**src/design/scope_pkg.sv**
```systemverilog
//////////////////////////////
// scope package
// sample type, widths, register map and the
// configuration and control structs
//////////////////////////////

package scope_pkg;

  // ADC sample
  typedef logic signed [16-1:0] sample_t;

  // widths
  localparam int unsigned CNT_W  = 32;
  localparam int unsigned DEC_W  = 17;
  localparam int unsigned SHR_W  = 4;
  localparam int unsigned EVT_W  = 4;
  localparam int unsigned ADDR_W = 7;

  //////////////////////////////
  // register offsets
  //////////////////////////////

  localparam logic [ADDR_W-1:0] REG_CTL     = 7'h00;
  localparam logic [ADDR_W-1:0] REG_MODE    = 7'h04;
  localparam logic [ADDR_W-1:0] REG_MASK    = 7'h08;
  localparam logic [ADDR_W-1:0] REG_PRE     = 7'h10;
  localparam logic [ADDR_W-1:0] REG_PST     = 7'h14;
  localparam logic [ADDR_W-1:0] REG_STS_PRE = 7'h18;
  localparam logic [ADDR_W-1:0] REG_STS_PST = 7'h1c;
  localparam logic [ADDR_W-1:0] REG_POS     = 7'h40;
  localparam logic [ADDR_W-1:0] REG_NEG     = 7'h44;
  localparam logic [ADDR_W-1:0] REG_EDGE    = 7'h48;
  localparam logic [ADDR_W-1:0] REG_DEC     = 7'h50;
  localparam logic [ADDR_W-1:0] REG_SHR     = 7'h54;
  localparam logic [ADDR_W-1:0] REG_AVG     = 7'h58;

  // static configuration, held in the register bank
  typedef struct packed {
    logic             con;  // continuous
    logic [EVT_W-1:0] msk;  // external trigger mask
    logic [CNT_W-1:0] pre;  // pre-trigger samples
    logic [CNT_W-1:0] pst;  // post-trigger samples
    sample_t          pos;  // positive level
    sample_t          neg;  // negative level
    logic             edg;  // 0 rising, 1 falling
    logic [DEC_W-1:0] dec;  // decimation factor
    logic [SHR_W-1:0] shr;  // averaging shift
    logic             avg;  // averaging enable
  } scope_cfg_t;

  // single cycle control pulses
  typedef struct packed {
    logic rst;  // pipeline reset
    logic str;  // start
    logic stp;  // stop
    logic trg;  // software trigger
  } scope_ctl_t;

endpackage

```
**src/design/sample_stream_if.sv**
```systemverilog
//////////////////////////////
// sample stream
// valid/ready handshake carrying one
// sample per beat plus a last flag
//////////////////////////////

`timescale 1ns/1ps

interface sample_stream_if import scope_pkg::*; #(
  parameter type sample_type = sample_t
) ();

  // payload
  sample_type data;
  logic       last;
  // handshake
  logic       valid;
  logic       ready;

  // producer side
  modport source (
    output data,
    output valid,
    output last,
    input  ready
  );

  // consumer side
  modport sink (
    input  data,
    input  valid,
    input  last,
    output ready
  );

endinterface

```
**src/design/scope_acq.sv**
```systemverilog
//////////////////////////////
// acquisition sequencer
// forwards a pre-trigger run, waits for a
// trigger, then forwards a post-trigger run
//////////////////////////////

`timescale 1ns/1ps

module scope_acq import scope_pkg::*; #(
  parameter type sample_type = sample_t
) (
  input  logic             bus,
  input  logic             reset,
  input  scope_cfg_t       cfg,
  input  scope_ctl_t       ctl,
  input  logic [EVT_W-1:0] ext_event,
  input  logic             edge_trg,
  sample_stream_if.sink    sti,
  sample_stream_if.source  sto,
  output logic [CNT_W-1:0] sts_pre,
  output logic [CNT_W-1:0] sts_pst,
  output logic             sts_armed,
  output logic             sts_stopped,
  output logic             sts_triggered
);

  typedef enum logic [1:0] {
    ST_IDLE,
    ST_PRE,   // forwarding pre-trigger samples
    ST_ARM,   // waiting for a trigger
    ST_PST    // forwarding post-trigger samples
  } acq_state_t;

  acq_state_t state;
  acq_state_t run_start;
  acq_state_t run_end;
  logic       active;
  logic       xfer;
  logic       trg;
  logic       pre_end;
  logic       pst_end;

  //////////////////////////////
  // stream path
  //////////////////////////////

  // idle and waiting states accept and drop samples
  assign active    = (state == ST_PRE) || (state == ST_PST);
  assign sti.ready = active ? sto.ready : 1'b1;
  assign sto.valid = active & sti.valid;
  assign sto.data  = sti.data;
  assign sto.last  = (state == ST_PST) & pst_end;
  assign xfer      = sto.valid & sto.ready;

  // any enabled trigger source
  assign trg = ctl.trg | edge_trg | (|(ext_event & cfg.msk));

  // final sample of each run
  assign pre_end = (sts_pre == cfg.pre - 1'b1);
  assign pst_end = (sts_pst == cfg.pst - 1'b1);

  // empty pre run goes straight to waiting
  assign run_start = (cfg.pre == '0) ? ST_ARM : ST_PRE;
  assign run_end   = cfg.con ? run_start : ST_IDLE;

  assign sts_armed = (state != ST_IDLE);

  //////////////////////////////
  // sequencer
  //////////////////////////////

  always_ff @(posedge bus) begin
    if (reset) begin
      state         <= ST_IDLE;
      sts_pre       <= '0;
      sts_pst       <= '0;
      sts_stopped   <= 1'b0;
      sts_triggered <= 1'b0;
    end else if (ctl.rst || ctl.stp) begin
      // abort from any state
      state <= ST_IDLE;
      if (ctl.stp) begin
        sts_stopped <= 1'b1;
      end
    end else begin
      case (state)
        ST_IDLE: begin
          if (ctl.str) begin
            state         <= run_start;
            sts_pre       <= '0;
            sts_pst       <= '0;
            sts_stopped   <= 1'b0;
            sts_triggered <= 1'b0;
          end
        end
        ST_PRE: begin
          if (xfer) begin
            sts_pre <= sts_pre + 1'b1;
            if (pre_end) begin
              state <= ST_ARM;
            end
          end
        end
        ST_ARM: begin
          if (trg) begin
            sts_triggered <= 1'b1;
            // no post run requested, the run ends here
            state <= (cfg.pst == '0) ? ST_IDLE : ST_PST;
          end
        end
        ST_PST: begin
          if (xfer) begin
            sts_pst <= sts_pst + 1'b1;
            if (pst_end) begin
              state <= run_end;
              // continuous mode re-arms with fresh counts
              if (cfg.con) begin
                sts_pre       <= '0;
                sts_pst       <= '0;
                sts_triggered <= 1'b0;
              end
            end
          end
        end
        default: state <= ST_IDLE;
      endcase
    end
  end

endmodule

```
**src/design/scope_dec_avg.sv**
```systemverilog
//////////////////////////////
// decimator
// keeps one sample out of each group, or
// the shifted sum of the group when averaging
//////////////////////////////

`timescale 1ns/1ps

module scope_dec_avg import scope_pkg::*; #(
  parameter type sample_type = sample_t
) (
  input  logic       bus,
  input  logic       reset,
  input  scope_cfg_t cfg,
  input  scope_ctl_t ctl,
  sample_stream_if.sink   sti,
  sample_stream_if.source sto
);

  // room for a full group of samples
  localparam int unsigned ACC_W = $bits(sample_type) + DEC_W;

  logic [DEC_W-1:0]        cnt;
  logic signed [ACC_W-1:0] acc;
  logic signed [ACC_W-1:0] sum;
  logic                    take;
  logic                    grp_end;

  // stall input while the result waits
  assign sti.ready = ~sto.valid | sto.ready;
  assign take      = sti.valid & sti.ready;

  // factor 0 or 1 ends a group on every sample
  assign grp_end = (cfg.dec <= DEC_W'(1)) || (cnt == cfg.dec - 1'b1);

  // running sum including the current sample
  assign sum = acc + ACC_W'($signed(sti.data));

  always_ff @(posedge bus) begin
    if (reset) begin
      cnt       <= '0;
      acc       <= '0;
      sto.valid <= 1'b0;
    end else begin
      // output valid one cycle after the group closes
      if (take && grp_end) begin
        sto.valid <= 1'b1;
      end else if (sto.ready) begin
        sto.valid <= 1'b0;
      end
      // group counter and accumulator
      if (ctl.rst) begin
        cnt <= '0;
        acc <= '0;
      end else if (take) begin
        cnt <= grp_end ? '0 : cnt + 1'b1;
        acc <= grp_end ? '0 : sum;
      end
    end
  end

  // result register
  always_ff @(posedge bus) begin
    if (take && grp_end) begin
      // arithmetic shift keeps negative sums negative
      sto.data <= cfg.avg ? sample_type'(sum >>> cfg.shr) : sti.data;
      sto.last <= sti.last;
    end
  end

endmodule

```
**src/design/scope_edge.sv**
```systemverilog
//////////////////////////////
// level trigger
// hysteresis edge detect on a passing
// stream, one register stage deep
//////////////////////////////

`timescale 1ns/1ps

module scope_edge import scope_pkg::*; #(
  parameter type sample_type = sample_t
) (
  input  logic       bus,
  input  logic       reset,
  input  scope_cfg_t cfg,
  input  scope_ctl_t ctl,
  sample_stream_if.sink   sti,
  sample_stream_if.source sto,
  output logic       edge_trg
);

  logic armed;
  logic take;
  logic arm_cond;
  logic fire;

  // one deep pipeline stage
  assign sti.ready = ~sto.valid | sto.ready;
  assign take      = sti.valid & sti.ready;

  // arm on the far side, fire on crossing the near level
  always_comb begin
    if (cfg.edg) begin
      // falling
      arm_cond = $signed(sti.data) > cfg.pos;
      fire     = armed && ($signed(sti.data) <= cfg.neg);
    end else begin
      // rising
      arm_cond = $signed(sti.data) < cfg.neg;
      fire     = armed && ($signed(sti.data) >= cfg.pos);
    end
  end

  always_ff @(posedge bus) begin
    if (reset) begin
      sto.valid <= 1'b0;
      armed     <= 1'b0;
      edge_trg  <= 1'b0;
    end else begin
      // pulse only in the first valid cycle of its beat
      edge_trg <= take & fire;
      if (take) begin
        sto.valid <= 1'b1;
      end else if (sto.ready) begin
        sto.valid <= 1'b0;
      end
      if (ctl.rst) begin
        armed <= 1'b0;
      end else if (take) begin
        if (fire) begin
          armed <= 1'b0;
        end else if (arm_cond) begin
          armed <= 1'b1;
        end
      end
    end
  end

  // sample register
  always_ff @(posedge bus) begin
    if (take) begin
      sto.data <= sti.data;
      sto.last <= sti.last;
    end
  end

endmodule

```
**src/design/scope_regs.sv**
```systemverilog
//////////////////////////////
// scope register bank
// decodes bus writes into the configuration,
// turns control writes into pulses and
// reads back configuration and status
//////////////////////////////

`timescale 1ns/1ps

module scope_regs import scope_pkg::*; (
  input  logic              bus,
  input  logic              reset,
  // bus access
  input  logic              wen,
  input  logic              ren,
  input  logic [ADDR_W-1:0] addr,
  input  logic [32-1:0]     wdata,
  output logic [32-1:0]     rdata,
  output logic              ack,
  // configuration and control
  output scope_cfg_t        cfg,
  output scope_ctl_t        ctl,
  // status from the sequencer
  input  logic [CNT_W-1:0]  sts_pre,
  input  logic [CNT_W-1:0]  sts_pst,
  input  logic              sts_armed,
  input  logic              sts_stopped,
  input  logic              sts_triggered
);

  // every access is answered one cycle later
  always_ff @(posedge bus) begin
    if (reset) begin
      ack <= 1'b0;
    end else begin
      ack <= wen | ren;
    end
  end

  //////////////////////////////
  // write decode
  //////////////////////////////

  always_ff @(posedge bus) begin
    if (reset) begin
      cfg     <= '0;
      // pass every sample by default
      cfg.dec <= DEC_W'(1);
    end else if (wen) begin
      case (addr)
        REG_MODE: cfg.con <= wdata[0];
        REG_MASK: cfg.msk <= wdata[EVT_W-1:0];
        REG_PRE:  cfg.pre <= wdata[CNT_W-1:0];
        REG_PST:  cfg.pst <= wdata[CNT_W-1:0];
        REG_POS:  cfg.pos <= wdata[$bits(sample_t)-1:0];
        REG_NEG:  cfg.neg <= wdata[$bits(sample_t)-1:0];
        REG_EDGE: cfg.edg <= wdata[0];
        REG_DEC:  cfg.dec <= wdata[DEC_W-1:0];
        REG_SHR:  cfg.shr <= wdata[SHR_W-1:0];
        REG_AVG:  cfg.avg <= wdata[0];
        default: ;
      endcase
    end
  end

  // control register, each bit a one cycle pulse
  always_ff @(posedge bus) begin
    if (reset) begin
      ctl <= '0;
    end else begin
      ctl <= '0;
      if (wen && (addr == REG_CTL)) begin
        ctl.rst <= wdata[0];
        ctl.str <= wdata[1];
        ctl.stp <= wdata[2];
        ctl.trg <= wdata[3];
      end
    end
  end

  //////////////////////////////
  // read mux
  //////////////////////////////

  // rdata lines up with ack
  always_ff @(posedge bus) begin
    if (ren) begin
      case (addr)
        // control offset returns sequencer status
        REG_CTL:     rdata <= {28'd0, sts_triggered, sts_stopped, sts_armed, 1'b0};
        REG_MODE:    rdata <= 32'(cfg.con);
        REG_MASK:    rdata <= 32'(cfg.msk);
        REG_PRE:     rdata <= 32'(cfg.pre);
        REG_PST:     rdata <= 32'(cfg.pst);
        REG_STS_PRE: rdata <= 32'(sts_pre);
        REG_STS_PST: rdata <= 32'(sts_pst);
        // levels come back sign extended
        REG_POS:     rdata <= 32'(cfg.pos);
        REG_NEG:     rdata <= 32'(cfg.neg);
        REG_EDGE:    rdata <= 32'(cfg.edg);
        REG_DEC:     rdata <= 32'(cfg.dec);
        REG_SHR:     rdata <= 32'(cfg.shr);
        REG_AVG:     rdata <= 32'(cfg.avg);
        default:     rdata <= '0;
      endcase
    end
  end

endmodule

```
**src/design/scope_top.sv**
```systemverilog
//////////////////////////////
// scope acquisition core
// registers, decimator, level trigger
// and acquisition sequencer
//////////////////////////////

`timescale 1ns/1ps

module scope_top import scope_pkg::*; #(
  parameter type sample_type = sample_t
) (
  input  logic              bus,
  input  logic              reset,
  // register access
  input  logic              wen,
  input  logic              ren,
  input  logic [ADDR_W-1:0] addr,
  input  logic [32-1:0]     wdata,
  output logic [32-1:0]     rdata,
  output logic              ack,
  // input stream
  input  sample_type        in_data,
  input  logic              in_valid,
  output logic              in_ready,
  // output stream
  output sample_type        out_data,
  output logic              out_valid,
  input  logic              out_ready,
  output logic              out_last,
  // events
  input  logic [EVT_W-1:0]  ext_event,
  output logic              edge_event
);

  scope_cfg_t       cfg;
  scope_ctl_t       ctl;
  logic [CNT_W-1:0] sts_pre;
  logic [CNT_W-1:0] sts_pst;
  logic             sts_armed;
  logic             sts_stopped;
  logic             sts_triggered;

  // streams between the stages
  sample_stream_if #(.sample_type(sample_type)) in_st ();
  sample_stream_if #(.sample_type(sample_type)) dec_to_edge ();
  sample_stream_if #(.sample_type(sample_type)) edge_to_acq ();
  sample_stream_if #(.sample_type(sample_type)) out_st ();

  // input port to stream, no last on the input side
  assign in_st.data  = in_data;
  assign in_st.valid = in_valid;
  assign in_st.last  = 1'b0;
  assign in_ready    = in_st.ready;

  // output stream to ports
  assign out_data     = out_st.data;
  assign out_valid    = out_st.valid;
  assign out_last     = out_st.last;
  assign out_st.ready = out_ready;

  scope_regs regs_i (
    .bus, .reset,
    .wen, .ren, .addr, .wdata, .rdata, .ack,
    .cfg, .ctl,
    .sts_pre, .sts_pst, .sts_armed, .sts_stopped, .sts_triggered
  );

  scope_dec_avg #(.sample_type(sample_type)) dec_avg_i (
    .bus, .reset, .cfg, .ctl,
    .sti (in_st),
    .sto (dec_to_edge)
  );

  scope_edge #(.sample_type(sample_type)) edge_i (
    .bus, .reset, .cfg, .ctl,
    .sti      (dec_to_edge),
    .sto      (edge_to_acq),
    .edge_trg (edge_event)
  );

  scope_acq #(.sample_type(sample_type)) acq_i (
    .bus, .reset, .cfg, .ctl,
    .ext_event,
    .edge_trg (edge_event),
    .sti      (edge_to_acq),
    .sto      (out_st),
    .sts_pre, .sts_pst, .sts_armed, .sts_stopped, .sts_triggered
  );

endmodule

```
**config.mk**
```make
export PLATFORM = sky130hd
export DESIGN_NAME = scope_top
export DESIGN_NICKNAME = d
export VERILOG_FILES = /design/src/design/scope_pkg.sv /design/src/design/sample_stream_if.sv /design/src/design/scope_acq.sv /design/src/design/scope_dec_avg.sv /design/src/design/scope_edge.sv /design/src/design/scope_regs.sv /design/src/design/scope_top.sv
export SDC_FILE = /design/constraint.sdc
export NUM_CORES = 1
export LEC_CHECK = 0
export ABC_AREA = 1
export ABC_CLOCK_PERIOD_IN_PS = 3200
export BUFFER_PORTS_ARGS = -buffer_cell sky130_fd_sc_hd__buf_2
export CORE_MARGIN = 8
export CORE_UTILIZATION = 45
export CTS_BUF_LIST = sky130_fd_sc_hd__clkbuf_8
export DETAILED_ROUTE_END_ITERATION = 6
export GPL_TIMING_DRIVEN = 1
export SYNTH_ARGS = -nofsm -noshare
export SYNTH_HDL_FRONTEND = slang
export SYNTH_SLANG_ARGS = --single-unit
```
**constraint.sdc**
```tcl
create_clock -name bus -period 3.2 [get_ports bus]
set_clock_uncertainty 0.05 [all_clocks]
set_input_delay 0.32 -clock bus [delete_from_list [all_inputs] [get_ports bus]]
set_output_delay 0.32 -clock bus [all_outputs]
set_load 0.01 [all_outputs]
```
## Yosys cells after proc, flatten, opt, wreduce, memory -nomap -nowiden

Index checks and enable logic that the tools add are counted.

- $add $sub $neg: 7
- Shift operators: 1
- Bitwise operators: 16
- Multipliers: 0
- Div/mod/pow operators: 0
- Multiplexer cells: 42
- Equality and inequality tests: 26
- Magnitude comparators: 5
- Reduce and logical (&&, ||, !) cells: 40

Operator list:

| operator | number |
|---|---|
| 32-bit one-hot mux with 13 select lines | 1 |
| 32-bit 2-to-1 mux | 8 |
| 32-bit one-hot mux with 3 select lines | 1 |
| 32-bit by 1-bit adder with 32-bit output (second input constant) | 2 |
| 32-bit equality test | 2 |
| 32-bit logical NOT | 2 |
| 32-bit one-hot mux with 2 select lines | 1 |
| 32-bit by 1-bit subtractor with 32-bit output (second input constant) | 2 |
| 7-bit equality test (second input constant) | 6 |
| 33-bit by 16-bit adder with 33-bit output | 1 |
| 33-bit 2-to-1 mux | 1 |
| 33-bit by 4-bit >>> shifter with 16-bit output | 1 |
| 7-bit by 5-bit equality test with 1-bit output (second input constant) | 4 |
| 2-bit AND reduction | 11 |
| 2-bit 2-to-1 mux | 9 |
| 17-bit by 1-bit adder with 17-bit output (second input constant) | 1 |
| 17-bit equality test | 1 |
| 17-bit by 1-bit less-or-equal comparator with 1-bit output (second input constant) | 1 |
| 1-bit 2-to-1 mux | 17 |
| 17-bit 2-to-1 mux | 1 |
| 17-bit by 1-bit subtractor with 17-bit output (second input constant) | 1 |
| 16-bit greater-or-equal comparator | 1 |
| 16-bit greater-than comparator | 1 |
| 16-bit less-or-equal comparator | 1 |
| other kinds (26) | 60 |

- ROM bits: 0
- Memories kept: 0
- Word-level logic and storage cells: 166
- Register bits: 315
- Bits in latches: 0
- Output and inout port bits: 53
- Bits of input ports: 65
- Bits in writable memories: 0

## Logic depth before layout (Yosys ltp)

Gate-level depths: netlist (run 1).

- Depth after elaboration: 8
- Depth in mapped cells: 22

## Cells and area by module

Synthesis (run 1) repeated with hierarchy kept, for this count alone.

- Cells, all modules: 3,648
- Area, all modules: 22,923.2 sq um

By module, submodules not included:

| module | area an instance (sq um) | seq. area each (sq um) | instances | cells each |
|---|---|---|---|---|
| scope_regs | 7,349.5 | 3,543.4 | 1 | 1,032 |
| scope_acq | 7,136.8 | 1,361.3 | 1 | 1,215 |
| scope_dec_avg | 6,877.8 | 1,491.4 | 1 | 1,207 |
| scope_edge | 1,555.2 | 570.5 | 1 | 193 |
| scope_top | 3.8 | 0.0 | 1 | 1 |

## Least setup slack after synthesis (run 1)

No wires, ideal clock.

- Path kind: register to register
- From: register regs_i.cfg[5] (netlist name)
- To: register dec_avg_i.sto.data[0], enable pin
- Stages on the path, launching flop included: 13
- Period minus slack after synthesis: 2.760 ns
- Arrival: 2.336 ns
- Buffers on the path: 0
- Data required time: 2.777 ns
- Slack: 0.440 ns
- Cells stage by stage: dfxtp_1 inv_1 ha_1 nand3_1 nor2_1 nand3b_1 xor2_1 nand2_1 nor3_1 nand4_1 nand2_2 nand2_1 inv_1

- Word-level cells in the longest chain between the ends: 4
- Elaborated cells on any way between the ends: 5

Ends and longest elaborated chain:

| item | RTL line | RTL |
|---|---|---|
| 17-bit by 1-bit subtractor with 17-bit output | scope_dec_avg.sv:34 | `assign grp_end = (cfg.dec <= DEC_W'(1)) \|\| (cnt == cfg.dec - 1'b1);` |
| 17-bit equality test | scope_dec_avg.sv:34 |  |
| 1-bit logical OR * | scope_dec_avg.sv:34 |  |
| 1-bit logical AND * | scope_dec_avg.sv:64 | `if (take && grp_end) begin` |
| end, declared | sample_stream_if.sv:22 | `output data,` |

Every way passes the cells marked *; elsewhere a longest branch is shown, timed or not.
A chain may end at the register's enable or synchronous reset.

## Worst setup path after layout (run 1)

- From: register regs_i.cfg[55] (netlist name)
- To: output out_last

- Word-level cells in the longest chain between the ends: 3

Ends and longest elaborated chain:

| item | RTL line | RTL |
|---|---|---|
| 32-bit by 1-bit subtractor with 32-bit output | scope_acq.sv:60 | `assign pst_end = (sts_pst == cfg.pst - 1'b1);` |
| 32-bit equality test | scope_acq.sv:60 |  |
| 1-bit bitwise AND | scope_acq.sv:52 | `assign sto.last = (state == ST_PST) & pst_end;` |
| end, declared | scope_top.sv:29 | `output logic out_last,` |

Every way passes these cells.

==> results by group, run 1 <==
Run status
  • Status: complete, but fails checks
  • Failing checks: design-rule violations

Global routing
  • Global-route wire length before repair: 125 mm
  • Pin count of the biggest net entering global routing: 64
  • Overflow after GRT: 0
  • Vias in the first global route: 21,500
  • Overall Global Routing Usage: 0.299
  • Initial antenna violation count: 3

Pwr
  • Clk pwr share: 0.436
  • Internal: 7.16 mW
  • Peak VDD IR: 0.372 mV
  • NetSw: 3.00 mW
  • Lkg Pwr: 10.2 nW
  • PD cells: 416 mW/mm²
  • Flop pwr share: 0.411
  • Switch share: 0.296
  • Comb power frac: 0.154

Worst setup path
  • CP Cell Sequence: inv_2 > ha_4 > nand3_4 > nor2_4 > nand3_1 > buf_4 > nor3_2 > nand3_1 > a221oi_1 > and3_1 > nand2_1 > nor2_1 > buf_2
  • CP Class: reg2out
  • CP max FO: 3
  • Critical Path AT: 2.81 ns
  • Critical path's slowest cell: dfxtp_2
  • Cells on worst reg2reg path: 18
  • Crit path required time: 2.83 ns
  • CP peak stage delay: 0.34 ns
  • Startpoint class of the critical path: flop
  • CP dominant cell by count: nand3_1
  • CP endpoint kind: output port

Floorplanning
  • Core Rows: 78
  • Floorplan core area: 0.0455 mm²
  • Chip width: 231 µm
  • Die Area: 0.0532 mm²
  • Chip height: 231 µm
  • Initial core utilization: 0.456
  • Ports: 118

Drt
  • Drt total wl: 82.3 mm
  • Initial DRC Count: 1,712
  • TritonRoute pass-1 iters: 7
  • Remaining antenna violation count: 0
  • Via count: 22,100
  • Routed wire length per instance: 21.1 µm
  • DR vias/cell: 5.66
  • Remaining DRCs: 7

STA
  • Max_slew headroom: 0.300
  • Highest clock rate: 314 MHz
  • Fin crit share: 0.995
  • Hold Vio Cnt, Final: 0
  • Setup TNS: 0 ns
  • Final slew viol count: 0
  • Final setup viols: 0
  • Tmin final: 3.18 ns
  • Unrepaired setup endpoints after global routing: true
  • Least-Margin Pin Slew: 1.05 ns
  • Hold WS: 0.0461 ns

Yosys
  • Mapped Avg Cell Area: 6.78 µm²
  • Async SR Flop Fraction: 0
  • Syn nets: 3,201
  • Number of warning messages in the yosys log: 0
  • Post-synth top flop: dfxtp_1
  • Syn Inst Count: 3,060
  • Mapped Area: 0.0208 mm²
  • Post-synth EDFFs: 64
  • #FFs+latches synth: 313
  • Register area share after synthesis: 0.333
  • Count of cell types in the netlist: 54

Finish
  • Fill count: 4,639
  • Area Overhead vs Synth: 17.8%
  • Multi-input gate area: 0.0124 mm²
  • Number of diodes: 0
  • Register area: 0.00692 mm²
  • # nets final: 3,401
  • Layout cells sized above 1: 0.120
  • Final Core Density: 0.538

Clock network
  • Clk Latency, worst-skew pair: 0.66 ns
  • H-Tree Depth: 2
  • Root Buffer: clkbuf_8
  • Reg clk slew, reported paths: 0.07 ns
  • Clock buffer count from CTS: 57
  • # clock sinks: 313
  • CTS tree: built
  • Max clock buf depth: 3

Place
  • DP HPWL: 64.6 mm
  • Buffers on Ports: 117
  • Routability Congestion: 0.978

Min path
  • HP Class: in2reg
  • WHS Path Cells: 3

Job
  • MaxCap Viol Count: 0
## cell usage in the layout, fill, tap and decap left out, types with 60 or more instances in the layout
master	count
nand2_1	605
nor2_1	350
inv_1	331
nand3_1	258
a21oi_1	255
dfxtp_1	238
o21ai_0	194
buf_2	117
xor2_1	116
buf_4	82
nor3_1	79
ha_1	74
clkbuf_8	67
edfxtp_1	64
nand4_1	60
## worst max-delay path, delay by kind of cell (launching register included)
family,cells,cell delay [ns]
AND/OR/NAND/NOR,8,1.03
buffers and inverters,3,0.37
flip-flops,1,0.34
AO/OA/AOI/OAI,1,0.23
adder cells (fa/ha/maj),1,0.18
## Yosys cell counts (all sizes together), types with 33 or more instances
cell      n  area (µm²)
dfxtp   249        4980
inv     331        1240
nor3     82         415
nor2    388        1520
ha       75         938
xor2    119        1040
nand4    61         388
clkbuf   94         353
edfxtp   64        1920
a221oi   33         289
nand2   618        2340
xnor2    47         412
a21oi   257        1300
nand3   267        1350
o21ai   198         991
## metal layers
layer / vias to the layer above / routed length [µm] / global-route usage
met5: - / 43 / 0
met4: 6 / 5700 / 0.193
met3: 251 / 4240 / 0.0429
met2: 800 / 40300 / 0.528
met1: 10400 / 32000 / 0.334
li1: 10700 / - / -
## what timing repair did
action	4_1_cts	5_1_grt
endpoints found under the setup margin	1	18
buffers inserted	5	9
hold endpoints to repair	71	0
pin swaps	9	18
hold buffers	47	0
gates resized for setup	36	46
## per-stage QoR
step	setup WS [ns]	power, mW	instances	area (µm²)
final	0.0161	10.2	3909	24500
after global routing	-0.118	10.5	3909	24500
after CTS	0.00415	10.2	3900	24200
after detailed placement	0.0471	5.73	3740	22300
after global placement	0.0359	5.71	3740	22300
after floorplan	0.440	5.18	3060	20800
## path summary, 6_finish.rpt
path                     from               endpoint  slack, ns
min reg2reg     regs_i.ctl[2]      acq_i.sts_stopped       0.41
min                 wdata[10]         regs_i.cfg[65]       0.05
max            regs_i.cfg[55]               out_last       0.02
max reg2reg  dec_avg_i.acc[0]  dec_avg_i.sto.data[7]       0.24
## power by group through the flow
| stage | logic [mW] | registers, mW | clock network (mW) |
|---|---|---|---|
| 2_1_floorplan | 0.942 | 4.24 | 0 |
| 3_3_place_gp | 1.46 | 4.25 | 0 |
| 5_1_grt | 1.70 | 4.18 | 4.65 |
| 4_1_cts | 1.53 | 4.17 | 4.50 |
| 6_report | 1.56 | 4.17 | 4.43 |
| 3_5_place_dp | 1.48 | 4.25 | 0 |
## kinds of logic after synthesis
| logic type | Yosys count | synth area share |
|---|---|---|
| compound gates | 592 | 0.162 |
| simple gates | 1461 | 0.304 |
| xor+xnor | 167 | 0.0712 |
| fa+ha+maj | 76 | 0.0462 |
| buf+inv | 451 | 0.0831 |
| flops | 313 | 0.333 |
## flip-flops by register name, indices dropped and copies added, names as in the netlist, 2 cells and up
signal / flops
regs_i.cfg: 124
dec_avg_i.cnt: 17
regs_i.ctl: 4
acq_i.sts_pst: 32
regs_i.rdata: 32
dec_avg_i.sto.data: 16
edge_i.sto.data: 16
acq_i.state: 2
dec_avg_i.acc: 31
acq_i.sts_pre: 32
## layout make-up
type,count,area share
multi-input cells,2296,0.507
flip-flops and latches,313,0.283
repair buffers,253,0.0734
inverters,339,0.0521
clock buffers,67,0.0377
well taps,600,0.0307
clock inverters,41,0.0163
(Power assumes the default switching activity.)
==> run 2: changes to the inputs <==
--- a/config.mk
+++ b/config.mk
@@ -12,7 +12,8 @@
 export CORE_UTILIZATION = 45
 export CTS_BUF_LIST = sky130_fd_sc_hd__clkbuf_8
 export DETAILED_ROUTE_END_ITERATION = 6
-export GPL_TIMING_DRIVEN = 1
+export GPL_TIMING_DRIVEN = 0
+export SLEW_MARGIN = 20
 export SYNTH_ARGS = -nofsm -noshare
 export SYNTH_HDL_FRONTEND = slang
 export SYNTH_SLANG_ARGS = --single-unit
==> run 2 against run 1 <==
  * The flow finishes with violations (negative setup slack)
  * Non-clock buffer count is 44 higher
  * Critical path type unchanged
  * Critical path depth increased by 1
  * Flip-flop and latch count unchanged
  * Utilization shrank 0.22 points
  * Setup slack got worse by 0.038 ns
  * Largest power group is now sequential cells
  * Final cell count increased by 1.0%
  * First-iteration DRC count grew 5.5%
  * Die area is the same
  * Count of clock-buffer cells in the layout grew 1
  * Maximum frequency down 1.2%
==> results by group, run 2 (synthesized netlist as in run 1, its figures left out) <==
Place
  • Buffers on Ports: 115
  • DP HPWL: 69.4 mm
  • Inst Count DP: 3,775
  • Routability Congestion: 0.994

Pwr
  • Clk pwr share: 0.406
  • Flop pwr share: 0.427
  • PD cells: 401 mW/mm²
  • Switch share: 0.311
  • Comb power frac: 0.167
  • Lkg Pwr: 10.1 nW
  • Internal: 6.73 mW
  • Peak VDD IR: 0.358 mV
  • Final Power: 9.78 mW
  • NetSw: 3.04 mW

Clock network
  • CTS tree: built
  • Root Buffer: clkbuf_8
  • # clock sinks: 313
  • Max clock buf depth: 3
  • H-Tree Depth: 2
  • Clk Latency, worst-skew pair: 0.69 ns
  • Clock buffer count from CTS: 56
  • Reg clk slew, reported paths: 0.06 ns

Worst setup path
  • Worst setup startpoint: regs_i.cfg[56]
  • CP endpoint kind: output port
  • Cells on worst reg2reg path: 17
  • CP max FO: 3
  • CP Class: reg2out
  • Crit path required time: 2.83 ns
  • Critical Path AT: 2.85 ns
  • Startpoint class of the critical path: flop
  • Reg-to-Reg Start: regs_i.cfg[58]

STA
  • Setup ws final: -0.0217 ns
  • Unrepaired setup endpoints after global routing: true
  • Highest clock rate: 310 MHz
  • Hold Vio Cnt, Final: 0
  • Final setup viols: 1
  • Final slew viol count: 0
  • Max_slew headroom: 0.300
  • Fin crit share: 1.01
  • Tmin final: 3.22 ns
  • Least-Margin Pin Slew: 1.05 ns

Drt
  • Remaining antenna violation count: 0
  • Remaining DRCs: 0
  • Via count: 22,700
  • Drt total wl: 87.7 mm
  • Initial DRC Count: 1,807
  • DR vias/cell: 5.75
  • TritonRoute pass-1 iters: 6
  • Routed wire length per instance: 22.2 µm

Finish
  • Largest register FFs: 124
  • Biggest register: regs_i.cfg
  • Most frequent cells in the layout: nand2_1, nor2_1, inv_1
  • Commonest non-fill, non-tap cell in the layout: nand2_1
  • Layout cells sized above 1: 0.106
  • Post-Layout Cell Count: 3,950
  • Area Overhead vs Synth: 17.3%
  • # nets final: 3,444

Min path
  • HP Class: in2reg
  • WHS Path Cells: 3
  • HP Start: in_data[6]

Floorplanning
  • Core Rows: 78
  • Ports: 118
  • Floorplan core area: 0.0455 mm²
  • Initial core utilization: 0.456
  • Die Area: 0.0532 mm²
  • Chip width: 231 µm
  • Chip height: 231 µm

Global routing
  • Overflow after GRT: 0
  • Initial antenna violation count: 4
  • Pin count of the biggest net entering global routing: 34
  • Overall Global Routing Usage: 0.315
  • Global-route wire length before repair: 129 mm
  • Vias in the first global route: 22,100

Job
  • MaxCap Viol Count: 0

Run status
  • Status: complete, but fails checks
  • Failing checks: negative setup slack
[run 2: power by group through the flow]
stage	registers [mW]	logic, mW	clock network, mW
2_1_floorplan	4.24	0.942	0
3_5_place_dp	4.25	1.49	0
4_1_cts	4.17	1.57	4.03
5_1_grt	4.18	1.76	4.19
6_report	4.17	1.63	3.97
3_3_place_gp	4.25	1.47	0
[run 2: routing by layer]
layer	GRT usage	share of wire
met2	0.543	0.48
met1	0.355	0.38
met3	0.0513	0.065
met4	0.217	0.076
met5	0	0.00055
[run 2: worst paths after layout]
check	slack (ns)	endpoint
max	-0.02	out_last
min	0.07	dec_avg_i.sto.data[6]
max reg2reg	0.12	acq_i.sts_pst[20]
min reg2reg	0.40	edge_i.sto.data[0]
[run 2: layout make-up]
type	count	area (µm²)
timing repair buffer	185	1230
clock buffer	68	936
tap	600	751
inverter	339	1290
clock inverter	34	223
buffer	112	450
multi-input combinational	2296	12500
antenna	3	7.51
fill	4688	21100
sequential	313	6920
[run 2: what timing repair did]
action / in CTS / in global routing
hold buffers: 46 / 0
hold endpoints to repair: 65 / 0
setup buffers: 19 / 5
resized for setup: 73 / 50
pin swaps: 17 / 17
endpoints found under the setup margin: 130 / 126
[run 2: stage by stage]
step | worst slack (ns) | util | TNS (ns) | hold WS (ns) | cell area, µm²
CTS | 0.00127 | 0.530 | 0 | 0.0178 | 24100
global route | -0.219 | 0.535 | -0.228 | 0.0480 | 24300
finish | -0.0217 | 0.535 | -0.0217 | 0.0709 | 24400
floorplan | 0.440 | - | 0 | 0.376 | 20800
detailed placement | -1.42 | 0.486 | -61.70 | 0.394 | 22100
global placement | -1.38 | 0.486 | -63.01 | 0.395 | 22100
[run 2: worst max-delay path, stage by stage, from the launching register on]
cell and delay, ns:
dfxtp_2 0.36, inv_2 0.06, ha_4 0.18, buf_4 0.14
xnor2_2 0.13, xor2_1 0.16, nand3_1 0.12, nor2_2 0.18
nand3_2 0.14, nor3_2 0.21, nand3_1 0.08, nor2_1 0.12
nand2_2 0.08, nor2_1 0.08, buf_2 0.14
